===== src/hdl/xt_periph_config.svh =====
// PC/XT peripheral glue configuration
// Bus widths, I/O port addresses, memory windows and EMS constants

`ifndef XT_PERIPH_CONFIG_SVH
`define XT_PERIPH_CONFIG_SVH

// Bus widths
`define XT_ADDR_W           20
`define XT_DATA_W           8

// Chipset register ports
`define XT_EMS_PORT         16'h0260
`define XT_LPT_PORT         16'h0378

// External device port bases, decoded on bits 7:5
`define XT_DMA_BASE         16'h0000
`define XT_PIC_BASE         16'h0020
`define XT_PIT_BASE         16'h0040
`define XT_PPI_BASE         16'h0060
`define XT_DMA_PAGE_BASE    16'h0080

// ROM windows
`define XT_BIOS_BASE        20'hF0000
`define XT_XTIDE_BASE       20'hEC000

// EMS page registers
`define XT_EMS_PAGES        4
`define XT_EMS_MAP_W        7
`define XT_EMS_DISABLE      8'hFF

`endif

===== src/hdl/xt_periph_pkg.sv =====
// PC/XT peripheral glue types
// Bus cycle, select and configuration structs shared by the glue blocks

`default_nettype none

`include "xt_periph_config.svh"

package xt_periph_pkg;

    // One bus cycle, strobes active high for a single clock
    typedef struct packed {
        logic [`XT_ADDR_W-1:0] addr;
        logic [`XT_DATA_W-1:0] wdata;
        logic                  io_rd;
        logic                  io_wr;
        logic                  mem_rd;
        logic                  mem_wr;
        logic                  aen;
    } bus_cycle_t;

    // Selects for the external chips
    typedef struct packed {
        logic dma;
        logic dma_page;
        logic pic;
        logic pit;
        logic ppi;
        logic bios;
        logic xtide;
    } dev_sel_t;

    // Chipset registers addressed by an I/O cycle
    typedef struct packed {
        logic ems;
        logic lpt;
    } reg_sel_t;

    typedef enum logic [1:0] {
        EMS_BASE_A000 = 2'd0,
        EMS_BASE_C000 = 2'd1,
        EMS_BASE_D000 = 2'd2
    } ems_base_e;

    typedef struct packed {
        logic      enabled;
        ems_base_e base;
    } ems_cfg_t;

    typedef enum logic [1:0] {
        RD_NONE,
        RD_EMS,
        RD_LPT
    } rd_src_e;

endpackage

`default_nettype wire


===== src/hdl/xt_periph_top.sv =====
// PC/XT peripheral glue top level
// Decoder, EMS mapper, timer clock generator and chipset read-back

`timescale 1ns/10ps
`default_nettype none

`include "xt_periph_config.svh"

module xt_periph_top (
    input  wire                            clock,
    input  wire                            reset,
    input  var xt_periph_pkg::bus_cycle_t  bus_i,
    input  var xt_periph_pkg::ems_cfg_t    ems_cfg_i,
    input  wire                            peripheral_clock_i,
    output xt_periph_pkg::dev_sel_t        dev_sel_o,
    output logic [`XT_EMS_PAGES-1:0]       ems_hit_o,
    output logic [`XT_EMS_MAP_W-1:0]       ems_page_o,
    output logic [`XT_DATA_W-1:0]          data_o,
    output logic                           data_valid_o,
    output logic                           timer_clock_o
);

    xt_periph_pkg::reg_sel_t  reg_sel;
    logic [`XT_DATA_W-1:0]    ems_rdata;

    io_decoder u_io_decoder (
        .bus_i       (bus_i),
        .ems_cfg_i   (ems_cfg_i),
        .dev_sel_o   (dev_sel_o),
        .reg_sel_o   (reg_sel)
    );

    ems_mapper u_ems_mapper (
        .clock       (clock),
        .reset       (reset),
        .bus_i       (bus_i),
        .ems_cfg_i   (ems_cfg_i),
        .ems_sel_i   (reg_sel.ems),
        .ems_rdata_o (ems_rdata),
        .ems_hit_o   (ems_hit_o),
        .ems_page_o  (ems_page_o)
    );

    timer_clock_gen u_timer_clock_gen (
        .clock              (clock),
        .reset              (reset),
        .peripheral_clock_i (peripheral_clock_i),
        .timer_clock_o      (timer_clock_o)
    );

    io_readback u_io_readback (
        .clock        (clock),
        .reset        (reset),
        .bus_i        (bus_i),
        .reg_sel_i    (reg_sel),
        .ems_rdata_i  (ems_rdata),
        .data_o       (data_o),
        .data_valid_o (data_valid_o)
    );

endmodule

`default_nettype wire


===== src/hdl/io_readback.sv =====
// Chipset read-back path
// LPT data latch and the registered multiplexer onto the data bus

`timescale 1ns/10ps
`default_nettype none

`include "xt_periph_config.svh"

module io_readback (
    input  wire                            clock,
    input  wire                            reset,
    input  var xt_periph_pkg::bus_cycle_t  bus_i,
    input  var xt_periph_pkg::reg_sel_t    reg_sel_i,
    input  wire  [`XT_DATA_W-1:0]          ems_rdata_i,
    output logic [`XT_DATA_W-1:0]          data_o,
    output logic                           data_valid_o
);

    xt_periph_pkg::rd_src_e  rd_src;
    logic [`XT_DATA_W-1:0]   lpt_data_q;

    // Printer data register, idles high like an empty port
    always_ff @(posedge clock or posedge reset) begin
        if (reset) begin
            lpt_data_q <= '1;
        end else if (reg_sel_i.lpt && bus_i.io_wr) begin
            lpt_data_q <= bus_i.wdata;
        end
    end

    // EMS wins if both ever match
    always_comb begin
        rd_src = xt_periph_pkg::RD_NONE;
        if (bus_i.io_rd) begin
            if (reg_sel_i.ems) begin
                rd_src = xt_periph_pkg::RD_EMS;
            end else if (reg_sel_i.lpt) begin
                rd_src = xt_periph_pkg::RD_LPT;
            end
        end
    end

    always_ff @(posedge clock or posedge reset) begin
        if (reset) begin
            data_o       <= '0;
            data_valid_o <= 1'b0;
        end else begin
            case (rd_src)
                xt_periph_pkg::RD_EMS: begin
                    data_o       <= ems_rdata_i;
                    data_valid_o <= 1'b1;
                end
                xt_periph_pkg::RD_LPT: begin
                    data_o       <= lpt_data_q;
                    data_valid_o <= 1'b1;
                end
                default: begin
                    data_o       <= '0;
                    data_valid_o <= 1'b0;
                end
            endcase
        end
    end

    // Read data only ever answers a read strobe one clock earlier
    assert property (@(posedge clock) disable iff (reset) data_valid_o |-> $past(bus_i.io_rd))
        else $error("io_readback: data valid without a preceding read");

endmodule

`default_nettype wire


===== src/hdl/timer_clock_gen.sv =====
// Timer clock generator
// Synchronizes the peripheral clock and toggles the timer clock on each rise

`timescale 1ns/10ps
`default_nettype none

module timer_clock_gen (
    input  wire  clock,
    input  wire  reset,
    input  wire  peripheral_clock_i,
    output logic timer_clock_o
);

    logic sync_1;
    logic sync_2;
    logic sync_prev;
    logic rise;

    // Two-flop synchronizer plus edge history
    always_ff @(posedge clock or posedge reset) begin
        if (reset) begin
            sync_1    <= 1'b0;
            sync_2    <= 1'b0;
            sync_prev <= 1'b0;
        end else begin
            sync_1    <= peripheral_clock_i;
            sync_2    <= sync_1;
            sync_prev <= sync_2;
        end
    end

    assign rise = sync_2 & ~sync_prev;

    always_ff @(posedge clock or posedge reset) begin
        if (reset) begin
            timer_clock_o <= 1'b0;
        end else if (rise) begin
            timer_clock_o <= ~timer_clock_o;
        end
    end

endmodule

`default_nettype wire


===== src/hdl/ems_mapper.sv =====
// EMS page mapper
// Four page-map registers at 260h..263h and the memory-window hit decode

`timescale 1ns/10ps
`default_nettype none

`include "xt_periph_config.svh"

module ems_mapper (
    input  wire                            clock,
    input  wire                            reset,
    input  var xt_periph_pkg::bus_cycle_t  bus_i,
    input  var xt_periph_pkg::ems_cfg_t    ems_cfg_i,
    input  wire                            ems_sel_i,
    output logic [`XT_DATA_W-1:0]          ems_rdata_o,
    output logic [`XT_EMS_PAGES-1:0]       ems_hit_o,
    output logic [`XT_EMS_MAP_W-1:0]       ems_page_o
);

    localparam int PAGES = `XT_EMS_PAGES;
    localparam int MAP_W = `XT_EMS_MAP_W;
    localparam int IDX_W = $clog2(PAGES);

    typedef enum logic [1:0] {
        OP_NONE,
        OP_MAP,
        OP_DISABLE
    } ems_op_e;

    ems_op_e             op_d;
    ems_op_e             op_q;
    logic [IDX_W-1:0]    idx_q;
    logic [MAP_W-1:0]    map_data_q;
    logic [MAP_W-1:0]    page_map_q [PAGES];
    logic [PAGES-1:0]    page_ena_q;
    logic [IDX_W-1:0]    rd_idx;
    logic [3:0]          base_nib;
    logic                mem_cyc;

    // Data 80h..FEh leaves the page alone
    always_comb begin
        op_d = OP_NONE;
        if (ems_sel_i && bus_i.io_wr) begin
            if (bus_i.wdata == `XT_EMS_DISABLE) begin
                op_d = OP_DISABLE;
            end else if (!bus_i.wdata[7]) begin
                op_d = OP_MAP;
            end
        end
    end

    // Capture stage
    always_ff @(posedge clock or posedge reset) begin
        if (reset) begin
            op_q <= OP_NONE;
        end else begin
            op_q <= op_d;
        end
    end

    always_ff @(posedge clock) begin
        idx_q      <= bus_i.addr[IDX_W-1:0];
        map_data_q <= bus_i.wdata[MAP_W-1:0];
    end

    // Update stage
    always_ff @(posedge clock or posedge reset) begin
        if (reset) begin
            for (int n = 0; n < PAGES; n++) begin
                page_map_q[n] <= '0;
            end
            page_ena_q <= '0;
        end else begin
            case (op_q)
                OP_MAP: begin
                    page_map_q[idx_q] <= map_data_q;
                    page_ena_q[idx_q] <= 1'b1;
                end
                OP_DISABLE: begin
                    page_map_q[idx_q] <= '1;
                    page_ena_q[idx_q] <= 1'b0;
                end
                default: ;
            endcase
        end
    end

    assign rd_idx      = bus_i.addr[IDX_W-1:0];
    assign ems_rdata_o = page_ena_q[rd_idx] ? {1'b0, page_map_q[rd_idx]} : `XT_EMS_DISABLE;

    // Unknown base encodings fall back to D000
    always_comb begin
        case (ems_cfg_i.base)
            xt_periph_pkg::EMS_BASE_A000: base_nib = 4'hA;
            xt_periph_pkg::EMS_BASE_C000: base_nib = 4'hC;
            default:                      base_nib = 4'hD;
        endcase
    end

    assign mem_cyc = (bus_i.mem_rd | bus_i.mem_wr) & ~bus_i.aen;

    always_comb begin
        ems_page_o = '0;
        for (int n = 0; n < PAGES; n++) begin
            ems_hit_o[n] = mem_cyc & page_ena_q[n]
                         & (bus_i.addr[19:14] == {base_nib, IDX_W'(n)});
            if (ems_hit_o[n]) begin
                ems_page_o = page_map_q[n];
            end
        end
    end

    assert property (@(posedge clock) disable iff (reset) $onehot0(ems_hit_o))
        else $error("ems_mapper: overlapping window hits");

endmodule

`default_nettype wire


===== src/hdl/io_decoder.sv =====
// I/O and memory decoder
// Turns a bus cycle into external device selects and chipset register selects

`timescale 1ns/10ps
`default_nettype none

`include "xt_periph_config.svh"

module io_decoder (
    input  var xt_periph_pkg::bus_cycle_t bus_i,
    input  var xt_periph_pkg::ems_cfg_t   ems_cfg_i,
    output xt_periph_pkg::dev_sel_t       dev_sel_o,
    output xt_periph_pkg::reg_sel_t       reg_sel_o
);

    localparam logic [15:0] DMA_BASE      = `XT_DMA_BASE;
    localparam logic [15:0] PIC_BASE      = `XT_PIC_BASE;
    localparam logic [15:0] PIT_BASE      = `XT_PIT_BASE;
    localparam logic [15:0] PPI_BASE      = `XT_PPI_BASE;
    localparam logic [15:0] DMA_PAGE_BASE = `XT_DMA_PAGE_BASE;
    localparam logic [15:0] EMS_PORT      = `XT_EMS_PORT;
    localparam logic [15:0] LPT_PORT      = `XT_LPT_PORT;
    localparam logic [`XT_ADDR_W-1:0] BIOS_BASE  = `XT_BIOS_BASE;
    localparam logic [`XT_ADDR_W-1:0] XTIDE_BASE = `XT_XTIDE_BASE;

    // Device block match on address bits 7:5
    function automatic logic blk_match(input logic [`XT_ADDR_W-1:0] addr,
                                       input logic [15:0] base);
        return addr[7:5] == base[7:5];
    endfunction

    logic iorq;
    logic memrq;
    logic io_dev;

    assign iorq   = (bus_i.io_rd | bus_i.io_wr) & ~bus_i.aen;
    assign memrq  = (bus_i.mem_rd | bus_i.mem_wr) & ~bus_i.aen;
    // Motherboard devices live below 100h
    assign io_dev = iorq & (bus_i.addr[9:8] == 2'b00);

    always_comb begin
        dev_sel_o.dma      = io_dev & blk_match(bus_i.addr, DMA_BASE);
        dev_sel_o.pic      = io_dev & blk_match(bus_i.addr, PIC_BASE);
        dev_sel_o.pit      = io_dev & blk_match(bus_i.addr, PIT_BASE);
        dev_sel_o.ppi      = io_dev & blk_match(bus_i.addr, PPI_BASE);
        dev_sel_o.dma_page = io_dev & blk_match(bus_i.addr, DMA_PAGE_BASE);
        dev_sel_o.bios     = memrq & (bus_i.addr[19:16] == BIOS_BASE[19:16]);
        dev_sel_o.xtide    = memrq & (bus_i.addr[19:14] == XTIDE_BASE[19:14]);

        assert ($onehot0(dev_sel_o))
            else $error("io_decoder: more than one device select active");
    end

    // 260h..263h, only while EMS is switched on
    assign reg_sel_o.ems = iorq & ems_cfg_i.enabled
                         & (bus_i.addr[15:2] == EMS_PORT[15:2]);
    assign reg_sel_o.lpt = iorq & (bus_i.addr[15:0] == LPT_PORT);

endmodule

`default_nettype wire


===== config.mk =====
export PLATFORM = sky130hd
export DESIGN_NAME = xt_periph_top
export DESIGN_NICKNAME = d
export VERILOG_FILES = /design/src/hdl/xt_periph_pkg.sv /design/src/hdl/xt_periph_top.sv /design/src/hdl/io_readback.sv /design/src/hdl/timer_clock_gen.sv /design/src/hdl/ems_mapper.sv /design/src/hdl/io_decoder.sv
export VERILOG_INCLUDE_DIRS = /design/src /design/src/hdl
export SDC_FILE = /design/constraint.sdc
export NUM_CORES = 1
export LEC_CHECK = 0
export ABC_AREA = 1
export BUFFER_PORTS_ARGS = -buffer_cell sky130_fd_sc_hd__buf_2
export CORE_AREA = 3 3 95 97
export CTS_CLUSTER_DIAMETER = 80
export DETAILED_ROUTE_END_ITERATION = 6
export DIE_AREA = 0 0 98 100
export GPL_TIMING_DRIVEN = 0
export PLACE_DENSITY_LB_ADDON = 0.05
export SYNTH_ARGS = -nofsm -noshare
export SYNTH_HDL_FRONTEND = slang
export SYNTH_SLANG_ARGS = --single-unit
export TNS_END_PERCENT = 50

===== constraint.sdc =====
create_clock -name clock -period 2 [get_ports clock]
set_clock_uncertainty 0.1 [all_clocks]
set_input_delay 0.1 -clock clock [delete_from_list [all_inputs] [get_ports clock]]
set_output_delay 0.1 -clock clock [all_outputs]
set_load 0.01 [all_outputs]

=== Yosys cells after proc, flatten, opt, wreduce, memory -nomap -nowiden ===
Cells that the tools add are included.

* Output and inout port bits: 28
* Input bits: 39
* Flip-flop bits (word level): 64
* Word-level logic and storage cells: 107

* Multiplexer cells: 26
* Equal/unequal tests: 18
* Bitwise logic cells: 33
* Order comparisons: 6
* Reductions and logical operators: 9

{| class="wikitable"
|+ Operator list
! cell !! number
|-
| $pmux W28 S2 || 1
|-
| $mux W7 || 7
|-
| $bwmux W28 || 1
|-
| $or A28 B28 Y28 || 1
|-
| $eq A6 B6 Y1 || 4
|-
| $and A1 B1 Y1 || 22
|-
| $eq A16 B10 Y1 const B || 1
|-
| $pmux W8 S2 || 1
|-
| $bmux W7 S2 || 1
|-
| $demux W7 S2 || 1
|-
| $eq A14 B8 Y1 const B || 1
|-
| $mux W2 || 5
|-
| $eq A8 B8 Y1 const B || 1
|-
| $mux W8 || 1
|-
| $pmux W4 S2 || 1
|-
| $eq A2 B1 Y1 const B || 3
|-
| $eq A3 B2 Y1 const B || 2
|-
| $eq A6 B6 Y1 const B || 1
|-
| $ge A3 B3 Y1 const B || 2
|-
| $lt A2 B3 Y1 const B || 2
|-
| $not A2 Y3 || 2
|-
| $pmux W3 S2 || 1
|-
| $and A4 B4 Y4 || 1
|-
| $eq A2 B2 Y1 const B || 2
|-
| 17 further kinds || 27
|}

=== Depth between registers and ports, before layout ===
Gate-level depths: netlist (run 1).

* Depth after elaboration: 9
* Mapped depth: 13
* Mapped depth without buffers: 12

=== Modules after synthesis ===
A second synthesis (run 1) with hierarchy kept.

* Cell total of the unflattened synthesis: 441
* Area total of the unflattened synthesis: 3354.5 um^2

{| class="wikitable"
|+ By module, submodules not included
! module !! sequential area each (um^2) !! times used !! area an instance (um^2) !! cells an instance
|-
| ems_mapper || 1031.0 || 1 || 2302.2 || 303
|-
| io_readback || 435.4 || 1 || 715.7 || 76
|-
| io_decoder || 0.0 || 1 || 209.0 || 51
|-
| timer_clock_gen || 100.1 || 1 || 127.6 || 11
|}

=== Least setup slack after synthesis (run 1) ===
OpenSTA, ideal clock, no wires.

* Path kind: input to register
* From: in bus_i[26] (netlist name)
* To: reg u_io_readback.data_o[0]
* Setup time: 0.063 ns
* Setup slack: 0.372 ns
* Buffers on the path: 1
* Arrival: 1.466 ns
* Data required time: 1.837 ns
* Cell stages on the path: 12
* Cells stage by stage: or2_0 nor2_1 nand2_1 nor3_1 nand3_1 inv_1 ha_1 buf_2 o211ai_2 nand3_1 nand2_1 inv_1

* Word-level cells in the longest chain between the ends: 7
* Elaborated cells on any way between the ends: 10
* Classes of those cells: eq/ne (4); mux (4); bitwise (2)

{| class="wikitable"
|+ RTL lines
! what !! RTL line !! RTL
|-
| start: declaration || xt_periph_top.sv:12 || <nowiki>input var xt_periph_pkg::bus_cycle_t bus_i,</nowiki>
|-
| $eq A16 B10 Y1 || io_decoder.sv:57 || <nowiki>assign reg_sel_o.lpt = iorq & (bus_i.addr[15:0] == LPT_PORT);</nowiki>
|-
| $and A1 B1 Y1 || io_decoder.sv:57 ||
|-
| $mux W2 || io_readback.sv:37 || <nowiki>end else if (reg_sel_i.lpt) begin</nowiki>
|-
| $mux W2 * || io_readback.sv:35 || <nowiki>if (reg_sel_i.ems) begin</nowiki>
|-
| $mux W2 * || io_readback.sv:34 || <nowiki>if (bus_i.io_rd) begin</nowiki>
|-
| $eq A2 B2 Y1 or $eq A2 B1 Y1 (tied branches) || io_readback.sv:48 || <nowiki>case (rd_src)</nowiki>
|-
| $pmux W8 S2 * || io_readback.sv:48 ||
|-
| end signal: assignment || io_readback.sv:50 || <nowiki>data_o <= ems_rdata_i;</nowiki>
|-
| end signal: assignment || io_readback.sv:54 || <nowiki>data_o <= lpt_data_q;</nowiki>
|-
| end: declaration || io_readback.sv:15 || <nowiki>output logic [`XT_DATA_W-1:0] data_o,</nowiki>
|}

Every way passes the cells marked *; elsewhere a longest branch is shown, timed or not.
A chain may end at the register's enable or synchronous reset.

==> flow_summary_export.csv, run 1 <==
group,metric,value,unit
min_path,whs_endpoint,"u_ems_mapper.op_q[1]$_DFF_PP0_",
global_route,grt_pass1_vias,2959,
clock_tree,cts_buffers,9,
sta,clock.fmax,545.5,MHz
cells_and_area,diodes,0,
sta,setup_viol,0,
placement,numPortBuffers,66,
min_path,min_path_cells,4,
global_route,overflow,0,
global_route,grt_max_degree,36,
route,first_iter_violations,148,
setup_path,r2r-start,"u_ems_mapper.op_q[0]$_DFF_PP0_",
floorplan,initial_core_util,39.93,%
setup_path,endpoint_kind,"output port",
setup_path,cp.arrival,1630,ps
run,maxCapViolations,0,
logic_synthesis,syn_avg_cell_area,8.141,sq um
setup_path,path_class,"flop to output port",
sta,min_period_over_period,91.66,%
floorplan,die_area,0.009800,sq mm
sta,period_needed,1833,ps
run_status,status,"completed",
cells_and_area,fillers,846,
power,power.leakage,0.002143,uW
floorplan,ioPinCount,67,
logic_synthesis,synth_area_leaders,"dfrtp_1 36%, nand2_1 11%, nand4_1 6.9%",
placement,pre_cts_slack,-131.6,ps
logic_synthesis,syn-num-nets,445,
cells_and_area,area.growth.synth_to_final,25.51,%
sta,hold_slack,19.66,ps
route,post_drt_wl_per_cell,13.64,um
logic_synthesis,yosys.area.top_type,"dfrtp_1",
floorplan,core_area,0.008217,sq mm
sta,maxSlewViolCount,0,
sta,worst_slew_margin_rel,63.94,%
setup_path,rrSetupSlack,290,ps
route,antenna_left,0,
setup_path,reg2regPathDepth,7,
cells_and_area,fin_nets,538,
route,via_per_inst,4.856,
min_path,hold_class,"input port to flop",
route,routed_wl,8.265,mm
global_route,antenna_found_initial,0,
logic_synthesis,ys_warn_count,0,
floorplan,dieHeight,100,um
setup_path,critPathLaunchType,"flop",
clock_tree,clkSinkCount,64,
power,ir_worst_vdd,0.4216,mV
global_route,grt_pass1_wl,13.97,mm
setup_path,rr_endpoint,"u_ems_mapper.page_map_q[19]$_DFFE_PP0P_",
min_path,hold_start,"bus_i[21]",
logic_synthesis,syn_area,0.003281,sq mm
sta,rsz0062_at_grt,"no",
logic_synthesis,ys.flop_type,"dfrtp_1",
logic_synthesis,synthCells,403,
clock_tree,htree_levels,3,
route,route.vias.total,2943,
sta,setup_ws,166.8,ps
global_route,grtUsageTotal,17.51,%
route,first_pass_iters,4,
logic_synthesis,seq_area_frac_synth,47.75,%
clock_tree,cts_tree,"done",
floorplan,die_w,98,um
cells_and_area,layout-drive-gt1-share,26.75,%
sta,hold_viol,0,
clock_tree,path_clk_slew,70,ps
placement,dp_hpwl,6.597,mm
clock_tree,post-cts-setup-buffers,0,
logic_synthesis,synth_top_area_share,35.85,%
logic_synthesis,yosysUniqueCellTypes,34,
setup_path,critPathRequiredTime,1800,ps
power,powerDensity,643.8,mW/mm^2
clock_tree,clock_latency,330,ps
logic_synthesis,synthArstFlopShare,85.94,%
placement,placed_area,0.003762,sq mm
logic_synthesis,synth_edf_count,0,
setup_path,cp_max_fo,7,
route,route.detailed.drc,0,
logic_synthesis,synth_seq_cells,64,
placement,gp_congestion,0.8289,
clock_tree,cts_root_buf,"clkbuf_8",
cells_and_area,final_cell_area,0.004118,sq mm
floorplan,core.rowCount,33,
clock_tree,clockBufferDepth,2,
sta,worstMarginPinSlew,539.0,ps
-- how the worst max path moves through the flow --
stage,end,slack [ps],start,depth (start not counted)
6_report,ems_page_o[2],170,flop,5
5_1_grt,ems_page_o[0],30,flop,5
4_1_cts,u_ems_mapper.op_q[0]$_DFF_PP0_,130,bus_i[18],9
3_5_place_dp,u_io_readback.data_o[3]$_DFF_PP0_,-130,bus_i[26],13
3_3_place_gp,u_ems_mapper.page_map_q[13]$_DFFE_PP0P_,-260,reset,2
2_1_floorplan,u_io_readback.data_o[0]$_DFF_PP0_,370,bus_i[26],12
-- flip-flops by register name (all words and copies together) (netlist names), named ones only --
signal / flops
u_timer_clock_gen.sync_2: 1
u_io_readback.lpt_data_q: 8
u_io_readback.data_o: 8
u_timer_clock_gen.sync_prev: 1
u_ems_mapper.idx_q: 2
u_ems_mapper.op_q: 2
u_timer_clock_gen.sync_1: 1
u_ems_mapper.page_map_q: 28
u_timer_clock_gen.timer_clock_o: 1
u_io_readback.data_valid_o: 1
u_ems_mapper.map_data_q: 7
-- synthesized netlist by cell type (all sizes together) (3+ instances only) --
| cell type | n |
|---|---|
| nand3 | 16 |
| or2 | 9 |
| nand4 | 36 |
| a21oi | 15 |
| nand2 | 97 |
| inv | 53 |
| dfstp | 8 |
| clkbuf | 3 |
| o21ai | 43 |
| mux2 | 7 |
| nor3 | 8 |
| dfrtp | 47 |
| ha | 3 |
| nor2 | 24 |
| buf | 13 |
| dfxtp | 9 |
| nor4 | 7 |
-- cells in the final DEF (no fill, tap or decap), types with 2 or more instances in the layout --
master	Yosys	routed
inv_1	51	50
a21oi_1	15	15
clkbuf_1	3	5
nand2_2	2	2
ha_1	3	3
buf_6	4	4
nand4_1	36	36
clkbuf_8	0	10
dfrtp_1	47	47
dfstp_2	8	8
nor2_1	23	23
buf_2	7	73
o21ai_0	34	34
inv_6	2	2
or2_2	7	7
mux2_2	7	7
nand3_1	14	14
clkinv_2	0	3
nor4_1	7	6
nor3_1	8	8
dfxtp_1	9	9
nand2_1	95	95
dlygate4sd3_1	0	15
o21ai_2	8	8
-- cell families after synthesis --
logic type,Yosys count,synth area share [%]
adder cells (fa/ha/maj),3,1.144
flip-flops,64,47.75
AND/OR/NAND/NOR,199,28.68
multiplexers,7,2.403
AO/OA/AOI/OAI,59,10.14
buffers and inverters,70,9.611
XOR/XNOR,1,0.2670
-- where the power goes --
group	internal [uW]	switching, uW	leakage (uW)	total, uW
registers	1320	10.8	0.000806	1330
clock network	604	466	0.000100	1070
logic	104	150	0.00124	254
-- area by class of cell --
class                   instances  area (sq um)  share of cell area [%]
multi-input cells             269          1414                   34.34
repair buffers                 82         500.5                   12.15
clock inverters                 4         45.04                   1.094
inverters                      54         212.7                   5.166
plain buffers                  16         102.6                   2.492
clock buffers                  12         145.1                   3.525
well taps                     105         131.4                   3.191
flip-flops and latches         64          1567                   38.04
-- worst max-delay path: stages, from the launching register on --
cell and delay (ps):
dfrtp_1 370, nand2_1 80, nor2_1 420, nand4_1 170, nand4_1 120, buf_2 130
-- through the flow --
| stage | TNS [ps] | power, uW | utilization [%] | cells |
|---|---|---|---|---|
| 2_1_floorplan | 0 | 1483 | - | 403 |
| 5_1_grt | 0 | 2775 | 50.11 | 606 |
| 3_3_place_gp | -12950 | 1575 | 45.55 | 574 |
| 6_report | 0 | 2651 | 50.11 | 606 |
| 4_1_cts | 0 | 2687 | 49.93 | 606 |
| 3_5_place_dp | -878.7 | 1587 | 45.79 | 575 |
-- timing repair --
item,4_1_cts,5_1_grt
endpoints found under the setup margin,0,8
hold endpoints to repair,32,0
gates resized for setup,0,2
hold buffers,15,0
-- metal layers --
metal | global-route usage, % | part of all wire [%] | vias up
li1 | - | - | 1519
met1 | 22.84 | 47 | 1351
met2 | 29.53 | 47 | 67
met3 | 2.919 | 4.4 | 6
met4 | 6.283 | 1.0 | 0
met5 | 0 | 0 | -
Power figures use the tool's default switching activity.
==> run 2: changes to the inputs <==
--- a/config.mk
+++ b/config.mk
@@ -8,13 +8,13 @@
 export LEC_CHECK = 0
 export ABC_AREA = 1
 export BUFFER_PORTS_ARGS = -buffer_cell sky130_fd_sc_hd__buf_2
-export CORE_AREA = 3 3 95 97
+export CORE_AREA = 3 3 96 98
 export CTS_CLUSTER_DIAMETER = 80
 export DETAILED_ROUTE_END_ITERATION = 6
-export DIE_AREA = 0 0 98 100
-export GPL_TIMING_DRIVEN = 0
+export DIE_AREA = 0 0 99 101
 export PLACE_DENSITY_LB_ADDON = 0.05
 export SYNTH_ARGS = -nofsm -noshare
 export SYNTH_HDL_FRONTEND = slang
+export SYNTH_HIERARCHICAL = 1
 export SYNTH_SLANG_ARGS = --single-unit
 export TNS_END_PERCENT = 50
==> run 2 against run 1 <==
Compared with the run above: first-iteration DRC count is 81% higher; hold slack better by 92 ps; critical endpoint unchanged; cell area is 1.5% higher; synthesized area is 2.3% higher; flip-flop and latch count stayed put.
==> flow_summary_export.csv, run 2 <==
group,metric,value,unit
run_status,status,"completed",
route,post_drt_wl_per_cell,15.11,um
setup_path,crit_family,"simple AND/OR/NAND/NOR gates",
cells_and_area,regArea,0.001567,sq mm
placement,numPortBuffers,66,
logic_synthesis,yosys.area.top_type,"dfrtp_1",
setup_path,cp.arrival,1640,ps
logic_synthesis,syn_avg_cell_area,7.607,sq um
floorplan,core_area,0.008551,sq mm
sta,worst_slew_margin_rel,57.75,%
setup_path,crit_buf_inv,3,
setup_path,critPathRequiredTime,1800,ps
clock_tree,htree_levels,3,
logic_synthesis,synth_seq_cells,64,
setup_path,critPathLaunchType,"flop",
route,first_iter_violations,268,
clock_tree,post-cts-setup-buffers,0,
logic_synthesis,syn_area,0.003354,sq mm
cells_and_area,reg_top3,"u_ems_mapper/page_map_q: 28 flops, u_io_readback/data_o: 8 flops, u_io_readback/lpt_data_q: 8 flops",
cells_and_area,fin_nets,569,
sta,min_period_over_period,92.04,%
floorplan,initial_core_util,39.23,%
floorplan,dieHeight,101,um
global_route,grt_pass1_wl,15.83,mm
clock_tree,clockBufferDepth,2,
floorplan,ioPinCount,67,
sta,maxSlewViolCount,0,
logic_synthesis,seq_area_frac_synth,46.70,%
logic_synthesis,synth_top_area_share,35.06,%
global_route,grtUsageTotal,20.60,%
setup_path,cp_num_cells,7,
cells_and_area,layout-drive-gt1-share,24.72,%
setup_path,crit_path_end,"ems_page_o[2]",
global_route,grt_max_degree,35,
clock_tree,path_clk_slew,80,ps
setup_path,worst_path_largest_cell_delay,350,ps
logic_synthesis,yosysUniqueCellTypes,31,
setup_path,path_class,"flop to output port",
route,route.detailed.drc,0,
sta,setup_viol,0,
clock_tree,cts_tree,"done",
cells_and_area,fin_util,48.89,%
power,power.leakage,0.002151,uW
setup_path,cp_slowest_cell,"dfrtp_1",
logic_synthesis,synthArstFlopShare,85.94,%
setup_path,rr_endpoint,"u_ems_mapper/page_map_q[24]$_DFFE_PP0P_",
floorplan,die_w,99,um
run,maxCapViolations,0,
route,route.vias.total,3215,
placement,gp_congestion,0.8138,
cells_and_area,regMostFlops,"u_ems_mapper/page_map_q",
clock_tree,clock_latency,340,ps
cells_and_area,final_common_cell,"nand2_1",
global_route,antenna_found_initial,0,
sta,hold_viol,0,
min_path,hold_class,"input port to asynchronous set/reset pin",
logic_synthesis,synth_most_common_cell,"nand2_1",
logic_synthesis,synth_common_cells,"117 x nand2_1, 66 x inv_1, 47 x dfrtp_1",
power,power.internal,1976,uW
cells_and_area,fillers,881,
sta,hold_slack,111.8,ps
cells_and_area,diodes,0,
logic_synthesis,synth_edf_count,0,
cells_and_area,area.growth.synth_to_final,24.62,%
power,clkPwrFrac,41.4,%
setup_path,cp_max_fo,8,
power,powerDensity,640.3,mW/mm^2
placement,dp_hpwl,7.309,mm
clock_tree,cts_root_buf,"clkbuf_8",
global_route,grt_pass1_vias,3146,
setup_path,rrSetupSlack,380,ps
sta,worstMarginPinSlew,633.1,ps
cells_and_area,final_cell_mix,"117 x nand2_1, 66 x inv_1, 64 x buf_2, 47 x dfrtp_1, 36 x nand3_1",
floorplan,die_area,0.009999,sq mm
setup_path,cp_cell_sequence,"inv_1, nor3_2, nand2_2, inv_2, nand2_1, nand4_1, buf_2",
cells_and_area,multi_input_area,0.001478,sq mm
power,ir_worst_vdd,0.3557,mV
power,seqPwrFrac,49.1,%
logic_synthesis,ys.flop_type,"dfrtp_1",
logic_synthesis,synth_area_leaders,"dfrtp_1 35%, nand2_1 13%, inv_1 7.4%",
cells_and_area,largest_reg_flops,28,
sta,rsz0062_at_grt,"no",
power,comb_power_share,9.5,%
power,sw_frac_of_total,26.17,%
sta,tns,0,ps
route,via_per_inst,5.008,
logic_synthesis,syn-num-nets,481,
sta,clock.fmax,543.3,MHz
power,switching_power,700.4,uW
floorplan,core.rowCount,34,
logic_synthesis,synthCells,441,
setup_path,r2r-start,"u_ems_mapper/op_q[0]$_DFF_PP0_",
clock_tree,cts_buffers,9,
route,routed_wl,9.702,mm
route,first_pass_iters,5,
sta,period_needed,1841,ps
route,antenna_left,0,
setup_path,endpoint_kind,"output port",
logic_synthesis,ys_warn_count,6,
setup_path,reg2regPathDepth,5,
global_route,overflow,0,
clock_tree,clkSinkCount,64,
==> run 2: what timing repair did <==
action / CTS / global route
endpoints found under the hold margin: 68 / 0
setup endpoints to repair: 0 / 8
hold buffers: 15 / 0
resized for setup: 0 / 10
==> run 2: how the worst min path moves through the flow <==
stage                     slack (ps)                            endpoint  cells past startpoint   from
after global placement           -90  u_timer_clock_gen/sync_1$_DFF_PP0_                      2  reset
after CTS                         90  u_timer_clock_gen/sync_1$_DFF_PP0_                      3  reset
after floorplan                 -230  u_timer_clock_gen/sync_1$_DFF_PP0_                      1  reset
final                            110  u_timer_clock_gen/sync_1$_DFF_PP0_                      3  reset
after detailed placement         -80  u_timer_clock_gen/sync_1$_DFF_PP0_                      2  reset
after global routing             120  u_timer_clock_gen/sync_1$_DFF_PP0_                      3  reset
==> run 2: cell type report <==
type                    count  area share (%)
clock buffers               9           2.963
multi-input cells         296           35.35
repair buffers             89           13.05
well taps                 108           3.233
clock inverters             7           1.736
inverters                  69           6.196
flip-flops and latches     64           37.47
==> run 2: metal layers <==
| layer | up-vias | routed length [um] | GRT usage, % |
|---|---|---|---|
| li1 | 1607 | - | - |
| met2 | 87 | 4814 | 33.78 |
| met5 | - | 0 | 0 |
| met3 | 12 | 453 | 4.291 |
| met4 | 0 | 186 | 8.403 |
| met1 | 1509 | 4247 | 26.54 |
==> run 2: logic make-up (layout without fill, tap and decap cells) <==
group,after synthesis,in the layout,share of synthesized area [%]
adders and majority gates,1,1,0.3729
buffers and inverters,81,174,10.07
AOI/OAI and AO/OA,53,53,8.579
muxes,7,7,2.350
xor gates and xnor gates,1,1,0.2611
DFF,64,64,46.70
and+or+nand+nor,234,234,31.67
==> run 2: power by group through the flow <==
| stage | combinational [uW] | sequential [uW] | clock (uW) |
|---|---|---|---|
| after floorplan | 125 | 1340 | 0 |
| after global placement | 229 | 1340 | 0 |
| after detailed placement | 231 | 1340 | 0 |
| after CTS | 252 | 1320 | 1130 |
| after global routing | 286 | 1320 | 1200 |
| final | 254 | 1320 | 1110 |
==> run 2: stage by stage <==
| stage | setup slack (ps) | total power, uW | cell area, sq um | std cells |
|---|---|---|---|---|
| 6_report | 159.2 | 2677 | 4180 | 642 |
| 5_1_grt | 6.285 | 2803 | 4180 | 642 |
| 4_1_cts | 43.03 | 2701 | 4148 | 642 |
| 3_5_place_dp | 358.3 | 1572 | 3801 | 611 |
| 3_3_place_gp | 362.6 | 1570 | 3801 | 611 |
| 2_1_floorplan | 326.3 | 1466 | 3354 | 441 |
==> run 2: worst reg2reg max path: stages, from the launching register on <==
cell     delay (ps)
dfrtp_1         330
inv_1            40
ha_1            310
nor3_1          150
buf_4           230
mux2_2          350
